File: src/sram_1p.sv
`timescale 1ns/10ps

module sram_1p #(
  parameter int DEPTH = 4,
  parameter int WIDTH = 64
) (
  input  logic                     clk,
  input  logic                     we,
  input  logic [$clog2(DEPTH)-1:0] addr,
  input  logic [WIDTH-1:0]         d,
  output logic [WIDTH-1:0]         q
);

  logic [WIDTH-1:0] mem [DEPTH];

  // Read returns the old word when the same address is written
  always_ff @(posedge clk) begin
    if (we) begin
      mem[addr] <= d;
    end
    q <= mem[addr];
  end

endmodule

File: config.mk
export PLATFORM = sky130hd
export DESIGN_NAME = sram_1p
export DESIGN_NICKNAME = d
export VERILOG_FILES = /design/src/sram_1p.sv
export SDC_FILE = /design/constraint.sdc
export NUM_CORES = 1
export LEC_CHECK = 0
export ABC_AREA = 1
export ABC_CLOCK_PERIOD_IN_PS = 7600
export BUFFER_PORTS_ARGS = -buffer_cell sky130_fd_sc_hd__buf_2
export CAP_MARGIN = 20
export CORE_MARGIN = 5
export CORE_UTILIZATION = 55
export DETAILED_ROUTE_END_ITERATION = 12
export PLACE_DENSITY = 0.83
export SLEW_MARGIN = 5
export SYNTH_ARGS = -nofsm -noshare
export SYNTH_HDL_FRONTEND = slang
export SYNTH_SLANG_ARGS = --single-unit
File: constraint.sdc
create_clock -name clk -period 7.6 [get_ports clk]
set_input_delay 1.14 -clock clk [delete_from_list [all_inputs] [get_ports clk]]
set_output_delay 1.14 -clock clk [all_outputs]
set_load 0.03 [all_outputs]
==> impl_metrics.tcl <==
set metrics [dict create \
    crit_arrival_ns 3.71 \
    die_x_um 154 \
    gp_congestion 0.721 \
    drt_iter0_drc 506 \
    vias_per_cell 5.03 \
    power_mw 3.82 \
    layout_common_cells "576 x nand2_1, 256 x edfxtp_1, 130 x buf_2" \
    crit_path_end_kind "flop" \
    met3_usage_pct 4.25 \
    core_sq_um 20400 \
    max_cap_viol_count 0 \
    grt_max_degree 84 \
    final_area_sq_um 13300 \
    setup_ws_ns 4.06 \
    numPortBuffers 131 \
    start_util_pct 56.3 \
    setup-violations-final 0 \
    startpoint "addr[0]" \
    maxSlewViolCount 0 \
    r2r-end "q[6]" \
    rows 52 \
    antenna_found_initial 9 \
    cts_sinks 320 \
    remaining_drc_errors 0 \
    period_share_pct 46.6 \
    dp_slack_ns 3.53 \
    tns_ns 0 \
    critPathLaunchType "input pin" \
    synth_area_sq_um 11500 \
    final_common_cell "nand2_1" \
    outcome "complete, no violations" \
    cts_tree "yes" \
    grt_pass1_wl_um 34400 \
    fin_cells 1375 \
    drive_above_1_share_pct 17.8 \
    met2_usage_pct 31.5 \
    grt_pass1_vias 6880 \
    postSynthCellCount 946 \
    syn2layout_area_growth_pct 16.1 \
    rsz0062_at_grt "false" \
    worst_slew_pin_slew_ns 0.938 \
    r2r-start "mem[0][6]" \
    drtAntennaViolNets 0 \
    routed_wirelength_um 21900 \
    dieArea_sq_um 23800 \
    hold_viol_final 0 \
    p_leak_nw 5.70 \
    hp-class "reg -> reg" \
    syn_nets 1014 \
    synth.avg_cell_area_sq_um 12.1 \
    layout.nets 1146 \
    cts_resized 0 \
    critPathKind "in -> reg" \
    yosys_warnings 0 \
    numCtsBuffers 30 \
    ys_types 11 \
    placed_area_sq_um 12300 \
    clk_pin_slew_ns 0.06 \
    top_level_ports 132 \
    hold_buffers 0 \
    htree_num_levels 1 \
    place_inst 1316 \
    drt_first_pass_iters 5 \
    critPathMaxFanout 81 \
    vias 6914 \
    r2r_slack_ns 6.80 \
    cp-endpoint "mem[3][15]" \
    cts_setup_buffers 0 \
    wl_per_cell_um 15.9 \
    ys_seq_area_share_pct 78.3 \
    ys_ff_latch 320 \
    fmax_ghz 0.282 \
    hold_start "mem[0][24]" \
    fin_skew_ns 0.0137 \
    cts-root-buf "clkbuf_16" \
    use_met1_pct 21.8 \
    cts_buffer_depth 3 \
    r2r_cells 4 \
    powerDensity_nw_per_um2 287 \
    die_h_um 154 \
    required_ns 7.77 \
    timing.slew.headroom_pct 37.5 \
    grt-ovfl-total 0 \
    period_minus_slack_ns 3.54 \
    grt_usage_pct 18.1 \
    worstSkewPairLatency_ns 0.55 \
    dp_hpwl_um 12600 \
    busiest_layer "met2" \
    ir_worst_vdd_mv 0.193 \
]
power by group:
group	internal, mW	switching, mW
combinational	0.0738	0.206
clock	0.922	0.601
sequential	2.00	0.0237
flip-flops by register name, summed over array words and instances, names as in the netlist:
name,cells
mem,256
q,64
routing by layer:
layer  routed length [um]  up-vias  part of all wire, %
li1                     -     3358                    -
met1                 8660     3277                   40
met2                11100      209                   51
met3                 1520       58                  6.9
met4                  513       12                  2.3
met5                   73        -                 0.33
critical path, cell delays in order:
cell	delay, ns
buf_4	0.43
buf_4	0.75
inv_4	0.41
nor3_2	0.28
buf_4	0.58
kinds of logic (layout without fill, tap and decap cells):
family / count (synthesis) / in the layout / share of synthesized area, %
AND/OR/NAND/NOR: 580 / 580 / 19.0
flip-flops: 320 / 320 / 78.3
other: 0 / 3 / 0
buffers and inverters: 46 / 202 / 2.69
synthesized netlist by cell type (all sizes together):
master | count | area (sq um)
buf | 39 | 279
clkbuf | 4 | 15.0
dfxtp | 64 | 1280
edfxtp | 256 | 7690
inv | 3 | 13.8
nand2 | 576 | 2160
nor3 | 4 | 20.0
how the worst min path moves through the flow:
| stage | cells after the start | end | slack (ns) |
|---|---|---|---|
| after detailed placement | 4 | q[46] | 0.51 |
| after CTS | 4 | q[36] | 0.53 |
| after floorplan | 4 | q[0] | 0.49 |
| after global placement | 4 | q[27] | 0.50 |
| after global routing | 4 | q[18] | 0.55 |
| final | 4 | q[24] | 0.53 |
area by class of cell:
cell class	count	area, sq um
Antenna cell	3	7.51
Clock buffer	36	805
Clock inverter	20	225
Fill cell	1361	7060
Inverter	3	13.8
Multi-Input combinational cell	580	2200
Sequential cell	320	8970
Tap cell	270	338
Timing Repair Buffer	143	748
metrics by stage:
stage	util (%)	hold WS [ns]
after floorplan	-	0.493
after global placement	60.3	0.500
after detailed placement	60.3	0.509
after CTS	65.3	0.525
after global routing	65.3	0.551
final	65.3	0.527
Power figures use the tool's default switching activity.
