$ cat src/matmul_config.svh
`ifndef MATMUL_CONFIG_SVH
`define MATMUL_CONFIG_SVH

// Rows, columns and lanes of the systolic tile
`define TILE_SIZE 4

// Number of k steps per product, also the A and B memory depth
`define INNER_DEPTH 4

// Element width, two's complement
`define DWIDTH 16

// Address width of all three operand memories
`define AWIDTH 2

// Cycle count at which the run is reported complete
`define TILE_DONE_CYCLES 20

// Sequencer counter width
`define CNT_WIDTH 6

`endif

$ cat src/matmul_pkg.sv
`include "matmul_config.svh"

package matmul_pkg;

  ////////////////////////////////////////////////////////////////////////////
  // Data types
  ////////////////////////////////////////////////////////////////////////////

  // One matrix element
  typedef logic signed [`DWIDTH-1:0] elem_t;

  // One memory word, lane 0 in the low bits
  typedef elem_t [`TILE_SIZE-1:0] row_t;

  // Word address in the A, B and C memories
  typedef logic [`AWIDTH-1:0] addr_t;

  // Sequencer cycle count
  typedef logic [`CNT_WIDTH-1:0] cnt_t;

endpackage

$ cat src/tile_sequencer.sv
`timescale 1ns/10ps
`include "matmul_config.svh"

module tile_sequencer
  import matmul_pkg::*;
(
  input  logic                  clk,
  input  logic                  reset,
  input  logic                  start_mat_mul,
  output addr_t                 a_addr,
  output addr_t                 b_addr,
  output logic                  operand_valid,
  output logic [`TILE_SIZE-1:0] row_latch_en,
  output logic                  clear,
  output logic                  done_mat_mul
);

  // Row 0 holds its last product one cycle before this count
  localparam int LATCH_BASE = `INNER_DEPTH + `TILE_SIZE;

  cnt_t cnt;

  ////////////////////////////////////////////////////////////////////////////
  // Cycle counter and done flag
  ////////////////////////////////////////////////////////////////////////////

  always_ff @(posedge clk) begin
    if (reset || !start_mat_mul) begin
      cnt          <= '0;
      done_mat_mul <= 1'b0;
    end else if (cnt == cnt_t'(`TILE_DONE_CYCLES)) begin
      done_mat_mul <= 1'b1;
    end else begin
      cnt <= cnt + 1'b1;
    end
  end

  assign clear = !start_mat_mul;

  ////////////////////////////////////////////////////////////////////////////
  // Operand reads
  ////////////////////////////////////////////////////////////////////////////

  // Word k is read at count k and shows on the RAM output one cycle later
  assign a_addr = addr_t'(cnt);
  assign b_addr = addr_t'(cnt);

  assign operand_valid = (cnt != '0) && (cnt <= cnt_t'(`INNER_DEPTH));

  // Staggered by one cycle per row, as the wavefront reaches the last column
  for (genvar i = 0; i < `TILE_SIZE; i++) begin : g_latch
    assign row_latch_en[i] = (cnt == cnt_t'(LATCH_BASE + i));
  end

endmodule

$ cat config.mk
export PLATFORM = sky130hd
export DESIGN_NAME = tile_sequencer
export DESIGN_NICKNAME = d
export VERILOG_FILES = /design/src/matmul_pkg.sv /design/src/tile_sequencer.sv
export VERILOG_INCLUDE_DIRS = /design/src
export SDC_FILE = /design/constraint.sdc
export NUM_CORES = 1
export LEC_CHECK = 0
export BUFFER_PORTS_ARGS = -buffer_cell sky130_fd_sc_hd__buf_4
export CAP_MARGIN = 20
export CORE_AREA = 10 10 47 49
export CTS_CLUSTER_DIAMETER = 150
export DETAILED_ROUTE_END_ITERATION = 16
export DIE_AREA = 0 0 57 59
export PLACE_DENSITY = 0.54
export SLEW_MARGIN = 20
export SYNTH_ARGS = -nofsm -noshare
export SYNTH_HDL_FRONTEND = slang
export SYNTH_SLANG_ARGS = --single-unit
$ cat constraint.sdc
create_clock -name clk -period 1.8 [get_ports clk]
set_clock_uncertainty 0.2 [all_clocks]
set_input_delay 0.36 -clock clk [delete_from_list [all_inputs] [get_ports clk]]
set_output_delay 0.36 -clock clk [all_outputs]
set_load 0.01 [all_outputs]
==> out/qor.txt <==
Flop pwr share: 0.452
vias in the first global route: 411
Sw Ratio: 0.240
remaining global-route overflow: 0
syn avg cell area: 9.24 um^2
ANT cells: 0
register bit total from synthesis: 7
post-synth top area share: 0.309
post-route insts no fill: 83
Area growth syn-to-layout: 46.7%
layout cells sized above 1: 0.522
Async SR Flop Fraction: 0
Final WS setup: 22.4 ps
Max Cap Violations: 0
Req. time, crit path: 1240 ps
Tot GR Track Use: 0.0668
Clock Path Buffers: 2
CP Class: reg2out
CP max stage cell: dfxtp_2
synth cell count leaders: 7 x dfxtp_1, 4 x and2_1, 4 x buf_4, 4 x ha_1, 4 x xor2_1
relative slew slack: 0.837
pre-CTS setup slack: 196 ps
R2R Setup Slk: 300 ps
hold_sp: reset
Starting Density: 0.323
Worst Hold Depth: 3
area leader, netlist: dfxtp_1
first-pass GRT wire length: 1810 um
row count: 14
sequential share of the synthesized area: 0.309
Hold-fix buffers, CTS: 0
worst reg2reg endpoint: cnt[0]
syn_nets: 56
I/O pins: 14
Tot Pwr: 349 uW
crit-path max cell delay: 330 ps
GP Congestion: 0.776
largest net degree at the start of global routing: 9
maximum vdd drop: 0.000341 V
leakage power: 0.000287 uW
NetSw: 83.5 uW
most common cell in the netlist: dfxtp_1
RSZ-0062 raised after global routing: yes
EDFF count, synth: 0
Die Wd: 57 um
Top FF cell, synth: dfxtp_1
initial DRC count: 2
Int Power: 265 uW
WHS Endpoint: cnt[2]
post-route cell area: 664 um^2
Post-DP Area: 569 um^2
clk sinks: 7
Worst-Margin Slew: 242 ps
DR vias: 383
Post-Route WL: 986 um
DRT antenna net count: 0
nature of the critical path endpoint: output pin
antenna violations before repair: 0
die footprint: 0.00336 mm^2
yosys warns: 0
final setup fails: 0
CTS tree: yes
combinational power share: 0.138
CORE AREA: 0.00140 mm^2
PwrDens: 525 mW/mm^2
CP Max Fanout: 3
Die Y: 59 um
Layout Utilization: 0.474
Crit path arrival time: 1220 ps
R2R Path Start: cnt[2]
top post-synthesis cells by area: dfxtp_1 31%, ha_1 11%, xor2_1 7.7%, buf_4 6.6%, and2_1 5.5%
Synth Cell Area: 453 um^2
Post-Syn Instances: 49
worst reg2reg path depth: 4
clk_lat worst skew: 250 ps
Vias/cell: 4.61
run status: finished, final reports clean
Pins Over Slew Limit: 0
final layout net count: 75
Critical Path Source Type: flop
DP HPWL: 779 um
Inst Count DP: 77
clock transition at the registers of the reported paths: 50 ps
Remaining DRCs: 0
worst-path cell chain: inv_2 > ha_4 > xor2_2 > nor4_2 > buf_4
Fmax: 0.563 GHz
IO Port Bufs: 13
minimum clock period: 1780 ps
Final Cycle Share: 0.988
H-tree depth: 1
root buffer cell: clkbuf_4
Netlist cell types: 25
Wirelength per Cell: 11.9 um
clock power share: 0.410
final hold vios: 0
TritonCTS Buffers: 3
worst min-delay path class: in2reg
Pre-Repair DR Iteration Count: 4
[power by group through the flow]
stage	combinational [uW]	sequential, uW	clock (uW)
floorplan	23.6	165	0
global placement	43.0	162	0
detailed placement	43.0	162	0
CTS	43.8	159	145
global route	53.7	158	162
finish	48.0	158	143
[layout by cell type (no fill, tap or decap), drive strengths merged, types with 2 or more instances in the layout]
cell type  instances
nor2               2
buf               20
nor3               2
dfxtp              7
ha                 4
o21ai              2
o21a               2
xor2               4
and2               4
nand3              2
clkbuf             4
inv                3
[critical path, delay by kind of cell, from the launching register on]
family,cells,cell delay [ps]
XOR/XNOR,1,140
buffers and inverters,2,210
adder cells (fa/ha/maj),1,160
flip-flops,1,330
AND/OR/NAND/NOR,1,130
[registers in the layout, summed over array words and instances, names as in the netlist]
| name | count |
|---|---|
| cnt | 6 |
| done_mat_mul | 1 |
[worst max path at each step]
stage	startpoint	end	slack (ps)	depth (start not counted)
2_1_floorplan	cnt[0]	operand_valid	90	4
3_3_place_gp	cnt[0]	operand_valid	200	5
3_5_place_dp	cnt[0]	operand_valid	200	5
4_1_cts	cnt[1]	operand_valid	-40	5
5_1_grt	cnt[1]	operand_valid	-80	5
6_report	cnt[1]	operand_valid	20	5
[metrics by stage]
step                      setup TNS (ps)  hold WS (ps)
after floorplan                        0           309
after global placement                 0           254
after detailed placement               0           259
after CTS                          -36.9           187
after global routing                -193           201
final                                  0           190
[cell type report]
cell class	instances	area, um^2
flip-flops and latches	7	146
fillers	147	737
clock buffers	4	26.3
inverters	3	11.3
repair buffers	20	154
multi-input cells	33	307
well taps	16	20.0
[repair_timing]
action	4_1_cts	5_1_grt
buffers inserted	0	2
pin swaps	0	4
setup endpoints to repair	5	5
gates resized for setup	4	10
[metal layers]
metal / GRT usage / part of all wire
met4: 0.0403 / 0.019
met2: 0.107 / 0.46
met5: 0 / 0
met3: 0.0343 / 0.087
met1: 0.0683 / 0.43
[cell families after synthesis]
group,count (synthesis),share of synthesized area
compound gates,7,0.102
xor+xnor,4,0.0773
flops,7,0.309
simple gates,18,0.276
buf+inv,9,0.124
fa+ha+maj,4,0.111
No activity file was read; power rests on OpenSTA's default activity.
