## src/matmul_config.svh

```systemverilog
`ifndef MATMUL_CONFIG_SVH
`define MATMUL_CONFIG_SVH

// Rows, columns and lanes of the systolic tile
`define TILE_SIZE 4

// Number of k steps per product, also the A and B memory depth
`define INNER_DEPTH 4

// Element width, two's complement
`define DWIDTH 16

// Address width of all three operand memories
`define AWIDTH 2

// Cycle count at which the run is reported complete
`define TILE_DONE_CYCLES 20

// Sequencer counter width
`define CNT_WIDTH 6

`endif

```

## src/matmul_pkg.sv

```systemverilog
`include "matmul_config.svh"

package matmul_pkg;

  ////////////////////////////////////////////////////////////////////////////
  // Data types
  ////////////////////////////////////////////////////////////////////////////

  // One matrix element
  typedef logic signed [`DWIDTH-1:0] elem_t;

  // One memory word, lane 0 in the low bits
  typedef elem_t [`TILE_SIZE-1:0] row_t;

  // Word address in the A, B and C memories
  typedef logic [`AWIDTH-1:0] addr_t;

  // Sequencer cycle count
  typedef logic [`CNT_WIDTH-1:0] cnt_t;

endpackage

```

## src/operand_skew.sv

```systemverilog
`timescale 1ns/10ps
`include "matmul_config.svh"

module operand_skew
  import matmul_pkg::*;
(
  input  logic clk,
  input  logic reset,
  input  logic clear,
  input  logic valid,
  input  row_t row_in,
  output row_t row_out
);

  row_t masked;

  // Idle cycles push zeros so the grid accumulates nothing
  assign masked = valid ? row_in : '0;

  for (genvar n = 0; n < `TILE_SIZE; n++) begin : g_lane
    if (n == 0) begin : g_direct
      assign row_out[0] = masked[0];
    end else begin : g_delay
      elem_t stage [n];

      always_ff @(posedge clk) begin
        if (reset || clear) begin
          for (int s = 0; s < n; s++) begin
            stage[s] <= '0;
          end
        end else begin
          stage[0] <= masked[n];
          for (int s = 1; s < n; s++) begin
            stage[s] <= stage[s-1];
          end
        end
      end

      // Lane n leaves after n registers
      assign row_out[n] = stage[n-1];
    end
  end

endmodule

```

## config.mk

```make
export PLATFORM = sky130hd
export DESIGN_NAME = operand_skew
export DESIGN_NICKNAME = d
export VERILOG_FILES = /design/src/matmul_pkg.sv /design/src/operand_skew.sv
export VERILOG_INCLUDE_DIRS = /design/src
export SDC_FILE = /design/constraint.sdc
export NUM_CORES = 1
export LEC_CHECK = 0
export BUFFER_PORTS_ARGS = -buffer_cell sky130_fd_sc_hd__buf_2
export CORE_UTILIZATION = 51
export DETAILED_ROUTE_END_ITERATION = 7
export GPL_ROUTABILITY_DRIVEN = 1
export PLACE_DENSITY = 0.94
export SLEW_MARGIN = 20
export SYNTH_ARGS = -nofsm -noshare
export SYNTH_HDL_FRONTEND = slang
export SYNTH_SLANG_ARGS = --single-unit
```

## constraint.sdc

```tcl
create_clock -name clk -period 1.2 [get_ports clk]
set_input_delay 0.12 -clock clk [delete_from_list [all_inputs] [get_ports clk]]
set_output_delay 0.12 -clock clk [all_outputs]
set_load 0.01 [all_outputs]
```

==> qor.tcl, run 1 <==
set qor(finalSetupTns_ps) 0
set qor(critical_path.top_delay_family) {flip-flops}
set qor(warnings_from_yosys) 0
set qor(clk_latency_ps) 350
set qor(finalWorstSetupSlack_ps) 258.2
set qor(largest_reg_flops) 96
set qor(postCtsHoldBufs) 0
set qor(outcome) {finished, final reports clean}
set qor(core-area_um2) 6350
set qor(grt_setup_unrepaired) {false}
set qor(vias) 2190
set qor(max-clock-path-buffers) 2
set qor(worstSetupPathType) {flop to primary output}
set qor(ant_nets) 0
set qor(vert_die_dim_um) 83.07
set qor(cp.required_ps) 1080
set qor(grt.overflow.total) 0
set qor(synth-seq-cells) 96
set qor(post_synth.cell_area_avg_um2) 12.55
set qor(flow.area_growth_from_synthesis_pct) 19.97
set qor(route.final.wire_length_um) 6051
set qor(cp-end-kind) {primary output}
set qor(drtPass1Iterations) 4
set qor(timing.final.setup_violations) 0
set qor(grt_max_degree) 41
set qor(worst_setup_path_start_kind) {flop}
set qor(cts_made_buffers) 9
set qor(drt-vias-per-instance) 4.955
set qor(crit_slowest_cell) {dfxtp_1}
set qor(path_buf_inv) 1
set qor(post_cts_resize_count) 0
set qor(hold_viol) 0
set qor(worst_slew_margin_rel) 0.8174
set qor(worst_setup_hold_path_clk_slew_ps) 90
set qor(num-fill-cells) 472
set qor(placementRows) 29
set qor(peakVddDrop_mv) 1.048
set qor(clock_sink_count) 96
set qor(max_freq_mhz) 1062
set qor(final_nets) 428
set qor(mappedNetlistArea_um2) 3352
set qor(clock_tree.htree_level_count) 3
set qor(io_pins) 132
set qor(arrival_time_reported_for_the_critical_path_endpoint_ps) 820
set qor(floorplan.die.width_um) 83.07
set qor(num_antenna_cells) 0
set qor(gpl.final_weighted_congestion) 0.8248
set qor(wire_length_of_the_first_global_routing_pass_um) 9867
set qor(post_cts.repair.setup_buffers) 0
set qor(preCtsSetupSlack_ps) 251.4
set qor(layout_top_registers) {g_lane.g_delay.stage: 96 flops}
set qor(placement.io_buffers) 131
set qor(antenna_found_initial) 1
set qor(largest-register) {g_lane.g_delay.stage}
set qor(timing.final.crit_period_ps) 941.8
set qor(power.density_nw_per_um2) 1443
set qor(worst_slew_pin_slew_ps) 270.2
set qor(postSynthCellCount) 267
set qor(dieArea_um2) 6901
set qor(grt_pass1_vias) 2089
set qor(report.final.slew_viol_count) 0
set qor(post-route-drc-count) 0
set qor(crit_chain) {buf_2}
set qor(cts_tree) {built}
set qor(detailedRoute.firstIterationViolations) 133
set qor(initial_core_utilization) 0.5279
set qor(track_usage) 0.1818
set qor(final_layout_size_suffix_gt1_frac) 0.4548
set qor(timing.clock.skew_ps) 6.238
set qor(route.detailed.wl_per_inst_um) 13.69
set qor(dp_wirelength_um) 4016
set qor(clock_tree.root_cell) {clkbuf_8}
set qor(seq_area_frac_synth) 0.5733
set qor(leakage_nw) 1.807
set qor(hold_path.class) {input pin to flop}
set qor(critical-path-max-stage-delay_ps) 340
set qor(power_mw) 5.802
set qor(drv_cap) 0
set qor(syn-num-nets) 335
set qor(worst-path-max-fanout) 1
set qor(finalCritPeriodShare) 0.7848
set qor(yosys.cell_types.count) 10
[metrics by stage]
stage / std cells / utilization / hold WS, ps / instance area [um2]
after floorplan: 267 / - / 290.6 / 3352
after global placement: 424 / 0.5980 / 388.8 / 3797
after detailed placement: 424 / 0.5980 / 393.3 / 3797
after CTS: 440 / 0.6301 / 0.8077 / 4001
after global routing: 442 / 0.6333 / 0.7391 / 4021
final: 442 / 0.6333 / 20.85 / 4021
[per-layer routing]
layer	share of wire	up-vias	wire length, um	GRT usage
met2	0.49	91	2989	0.2928
met4	0.036	2	218	0.09248
met1	0.39	997	2371	0.2067
met3	0.076	19	462	0.07555
met5	0.0017	-	10	0
li1	-	1081	-	-
[final timing paths]
path	to	slack (ps)	startpoint	cells after the start
max	row_out[22]	260	g_lane[1].g_delay.stage[0][6]$_SDFF_PP0_	1
max reg2reg	g_lane[3].g_delay.stage[0][16]$_SDFF_PP0_	590	g_lane[3].g_delay.stage[0][0]$_SDFF_PP0_	1
min	g_lane[1].g_delay.stage[0][14]$_SDFF_PP0_	20	row_in[30]	2
min reg2reg	g_lane[3].g_delay.stage[0][46]$_SDFF_PP0_	460	g_lane[3].g_delay.stage[0][30]$_SDFF_PP0_	1
[area by class of cell]
class / instances / area (um2) / share of cell area
clock buffers: 10 / 137.6 / 0.03423
clock inverters: 6 / 66.31 / 0.01649
repair buffers: 141 / 803.3 / 0.1998
multi-input cells: 112 / 996.0 / 0.2477
flip-flops and latches: 96 / 1922 / 0.4779
well taps: 77 / 96.34 / 0.02396
[power by group]
group	total [mW]	internal (mW)	switching (mW)
clock	2.10	1.02	1.08
combinational	0.455	0.242	0.213
sequential	3.25	3.24	0.0115
total	5.80	4.50	1.30
[layout by cell type (no fill, tap or decap)]
cell	synthesis	layout
clkbuf_8	0	10
nor4bb_1	48	48
inv_6	0	1
dfxtp_1	96	96
buf_12	0	5
and2_1	16	16
dlygate4sd3_1	0	2
buf_2	10	129
clkinv_2	0	1
nor3b_1	37	37
clkinvlp_4	0	3
bufinv_16	0	1
nor3b_2	11	11
buf_4	34	5
[synthesized netlist by cell type]
cell type / instances / area, um2
clkbuf_1: 2 / 7.510
clkbuf_2: 4 / 20.02
buf_6: 9 / 101.4
nor4bb_1: 48 / 480.5
buf_2: 10 / 50.05
nor3b_1: 37 / 277.8
dfxtp_1: 96 / 1922
buf_4: 34 / 255.2
and2_1: 16 / 100.1
nor3b_2: 11 / 137.6
[cells by family (layout without fill, tap and decap cells)]
group                  Yosys count  count (layout)  share of synthesized area
buffers and inverters           59             157                     0.1295
and+or+nand+nor                112             112                     0.2971
DFF                             96              96                     0.5733
Power figures use the tool's default switching activity.
==> inputs of run 2 (changes only) <==
CORE_UTILIZATION = 48   (was 51)
PLACE_DENSITY = 0.9   (was 0.94)
clock period = 1 ns   (was 1.2 ns; I/O delays follow)
==> run 2 against run 1 <==
Compared with the run above:
- via count increased by 7.1%
- critical path type unchanged
- sequential cell count did not move
- register-to-register slack worse by 350 ps
- largest cell class unchanged
- worst hold slack barely moved
- sequential share of layout area fell by 4.4 points
- highest routed layer is now met4
==> qor.tcl, run 2 (same netlist as run 1, synthesis figures left out) <==
set qor(outcome) {finished, final reports clean}
set qor(final_cell_mix) {buf_2, dfxtp_1, nor4bb_1}
set qor(wire_length_of_the_first_global_routing_pass_um) 10430 ;# +5.7%
set qor(dpl-instance-area_um2) 3826 ;# +0.76%
set qor(arrival_time_reported_for_the_critical_path_endpoint_ps) 830 ;# about the same
set qor(io_pins) 132 ;# unchanged
set qor(worst-path-max-fanout) 1 ;# unchanged
set qor(max-clock-path-buffers) 2 ;# unchanged
set qor(hold_path.class) {input pin to flop}
set qor(cp-end-kind) {primary output}
set qor(route.final.wire_length_um) 7255 ;# +20%
set qor(power_report.internal_total_mw) 5.517 ;# +23%
set qor(critical_path.top_delay_family) {flip-flops}
set qor(peakVddDrop_mv) 0.9951 ;# -5.1%
set qor(drv_cap) 0 ;# unchanged
set qor(track_usage) 0.1905 ;# +0.008687
set qor(worst_setup_path_start_kind) {flop}
set qor(clock_tree.root_cell) {clkbuf_8}
set qor(final_nets) 466 ;# +8.9%
set qor(finalCritPeriodShare) 0.9282
set qor(drtPass1Iterations) 4 ;# unchanged
set qor(grt_setup_unrepaired) {false}
set qor(timing.final.setup_violations) 0 ;# unchanged
set qor(clock_sink_count) 96 ;# unchanged
set qor(worst_slew_margin_rel) 0.7961 ;# -0.02131
set qor(route.detailed.wl_per_inst_um) 15.02 ;# +9.7%
set qor(layout_top_registers) {g_lane.g_delay.stage: 96 flops}
set qor(cp.required_ps) 900 ;# -180 ps
set qor(grt.overflow.total) 0 ;# unchanged
set qor(core-area_um2) 6756 ;# +6.4%
set qor(share_comb_of_total_power) 0.097 ;# +0.019
set qor(worst_slew_pin_slew_ps) 301.7 ;# +31.53 ps
set qor(hold_viol) 0 ;# unchanged
set qor(dieArea_um2) 7321 ;# +6.1%
set qor(vias) 2345 ;# +7.1%
set qor(cts_made_buffers) 9 ;# unchanged
set qor(critical-path-max-stage-delay_ps) 330 ;# about the same
set qor(ant_nets) 0 ;# unchanged
set qor(placement.io_buffers) 131 ;# unchanged
set qor(clk_latency_ps) 350 ;# about the same
set qor(timing.final.crit_period_ps) 928.2
set qor(vert_die_dim_um) 85.57 ;# +3.0%
set qor(initial_core_utilization) 0.4961 ;# -0.03177
set qor(num-fill-cells) 502 ;# +6.4%
set qor(flow.area_growth_from_synthesis_pct) 32.21
set qor(path_buf_inv) 1 ;# unchanged
set qor(grt_max_degree) 36 ;# -12%
set qor(gpl.final_weighted_congestion) 0.8394 ;# +1.8%
set qor(placed_cell_count) 427 ;# +0.71%
set qor(power.switching_fraction) 0.2265 ;# +0.002365
set qor(drt-vias-per-instance) 4.855 ;# -2.0%
set qor(cts_tree) {built}
set qor(report.final.slew_viol_count) 0 ;# unchanged
set qor(floorplan.die.width_um) 85.57 ;# +3.0%
set qor(grt_pass1_vias) 2179 ;# +4.3%
set qor(final_cells) 483 ;# +9.3%
set qor(finalSetupTns_ps) 0 ;# unchanged
set qor(placementRows) 30 ;# +3.4%
set qor(worstSetupPathType) {flop to primary output}
set qor(hold-worst-slack_ps) 20.73 ;# -0.1206 ps
set qor(detailedRoute.firstIterationViolations) 96 ;# -28%
set qor(largest_reg_flops) 96 ;# unchanged
set qor(final_design_area_no_fill_um2) 4432 ;# +10%
set qor(max_freq_mhz) 1077
set qor(largest-register) {g_lane.g_delay.stage}
set qor(layout_commonest_cell) {buf_2}
set qor(antenna_found_initial) 0 ;# -1
set qor(leakage_nw) 1.979 ;# +9.5%
set qor(dp_wirelength_um) 4372 ;# +8.9%
set qor(final_core_util) 0.6559 ;# +0.02263
set qor(power.density_nw_per_um2) 1609 ;# +12%
set qor(timing.clock.skew_ps) 10.32 ;# +4.081 ps
set qor(crit_slowest_cell) {dfxtp_1}
set qor(num_antenna_cells) 0 ;# unchanged
set qor(final_layout_size_suffix_gt1_frac) 0.4119 ;# -0.04288
set qor(worst_setup_hold_path_clk_slew_ps) 100 ;# about the same
set qor(post-route-drc-count) 0 ;# unchanged
set qor(switching_power_mw) 1.615 ;# +24%
set qor(clock_tree.htree_level_count) 3 ;# unchanged
set qor(crit_chain) {buf_2}
set qor(p_clk_frac) 0.356 ;# -0.006
set qor(share_seq_of_total_power) 0.547 ;# -0.013
-- run 2: cell count changes in the layout (fill, tap and decap cells not counted) --
cell | before | now
buf_12 | 5 | 7
clkinv_4 | 0 | 1
clkinvlp_4 | 3 | 2
buf_4 | 5 | 3
dlygate4sd3_1 | 2 | 40
-- run 2: final timing paths --
check	slack [ps]	depth (start not counted)	end	startpoint
max	70	1	row_out[22]	g_lane[1].g_delay.stage[0][6]$_SDFF_PP0_
min	20	2	g_lane[1].g_delay.stage[0][13]$_SDFF_PP0_	row_in[29]
min reg2reg	460	1	g_lane[3].g_delay.stage[0][42]$_SDFF_PP0_	g_lane[3].g_delay.stage[0][26]$_SDFF_PP0_
max reg2reg	240	1	g_lane[2].g_delay.stage[0][28]$_SDFF_PP0_	g_lane[2].g_delay.stage[0][12]$_SDFF_PP0_
-- run 2: layout make-up --
class / count / area (um2) / area share
Timing Repair Buffer: 179 / 1209 / 0.2727
Tap cell: 80 / 100.1 / 0.02259
Sequential cell: 96 / 1922 / 0.4337
Multi-Input combinational cell: 112 / 996.0 / 0.2247
Clock buffer: 10 / 137.6 / 0.03106
Clock inverter: 6 / 67.56 / 0.01525
-- run 2: what timing repair did --
| action | 4_1_cts | 5_1_grt |
|---|---|---|
| hold buffers | 24 | 16 |
| setup buffers | 0 | 0 |
| endpoints found under the hold margin | 24 | 16 |
| resized for setup | 0 | 0 |
-- run 2: metal layers --
metal	up-vias	GRT usage	part of all wire
met2	105	0.3382	0.51
met5	-	0	0
met4	0	0.07879	0.025
met1	1062	0.2044	0.39
met3	16	0.07026	0.074
li1	1162	-	-
-- run 2: through the flow --
step	power, mW	setup WS (ps)
after floorplan	4.324	306.1
after global placement	4.536	160.1
after detailed placement	4.551	43.84
after CTS	7.118	69.53
after global routing	7.436	29.15
final	7.132	71.84
-- run 2: power by group through the flow --
| stage | clock network (mW) | registers, mW | logic, mW |
|---|---|---|---|
| 2_1_floorplan | 0 | 3.99 | 0.330 |
| 3_3_place_gp | 0 | 3.99 | 0.550 |
| 3_5_place_dp | 0 | 3.99 | 0.562 |
| 4_1_cts | 2.58 | 3.90 | 0.637 |
| 5_1_grt | 2.79 | 3.91 | 0.741 |
| 6_report | 2.54 | 3.90 | 0.695 |
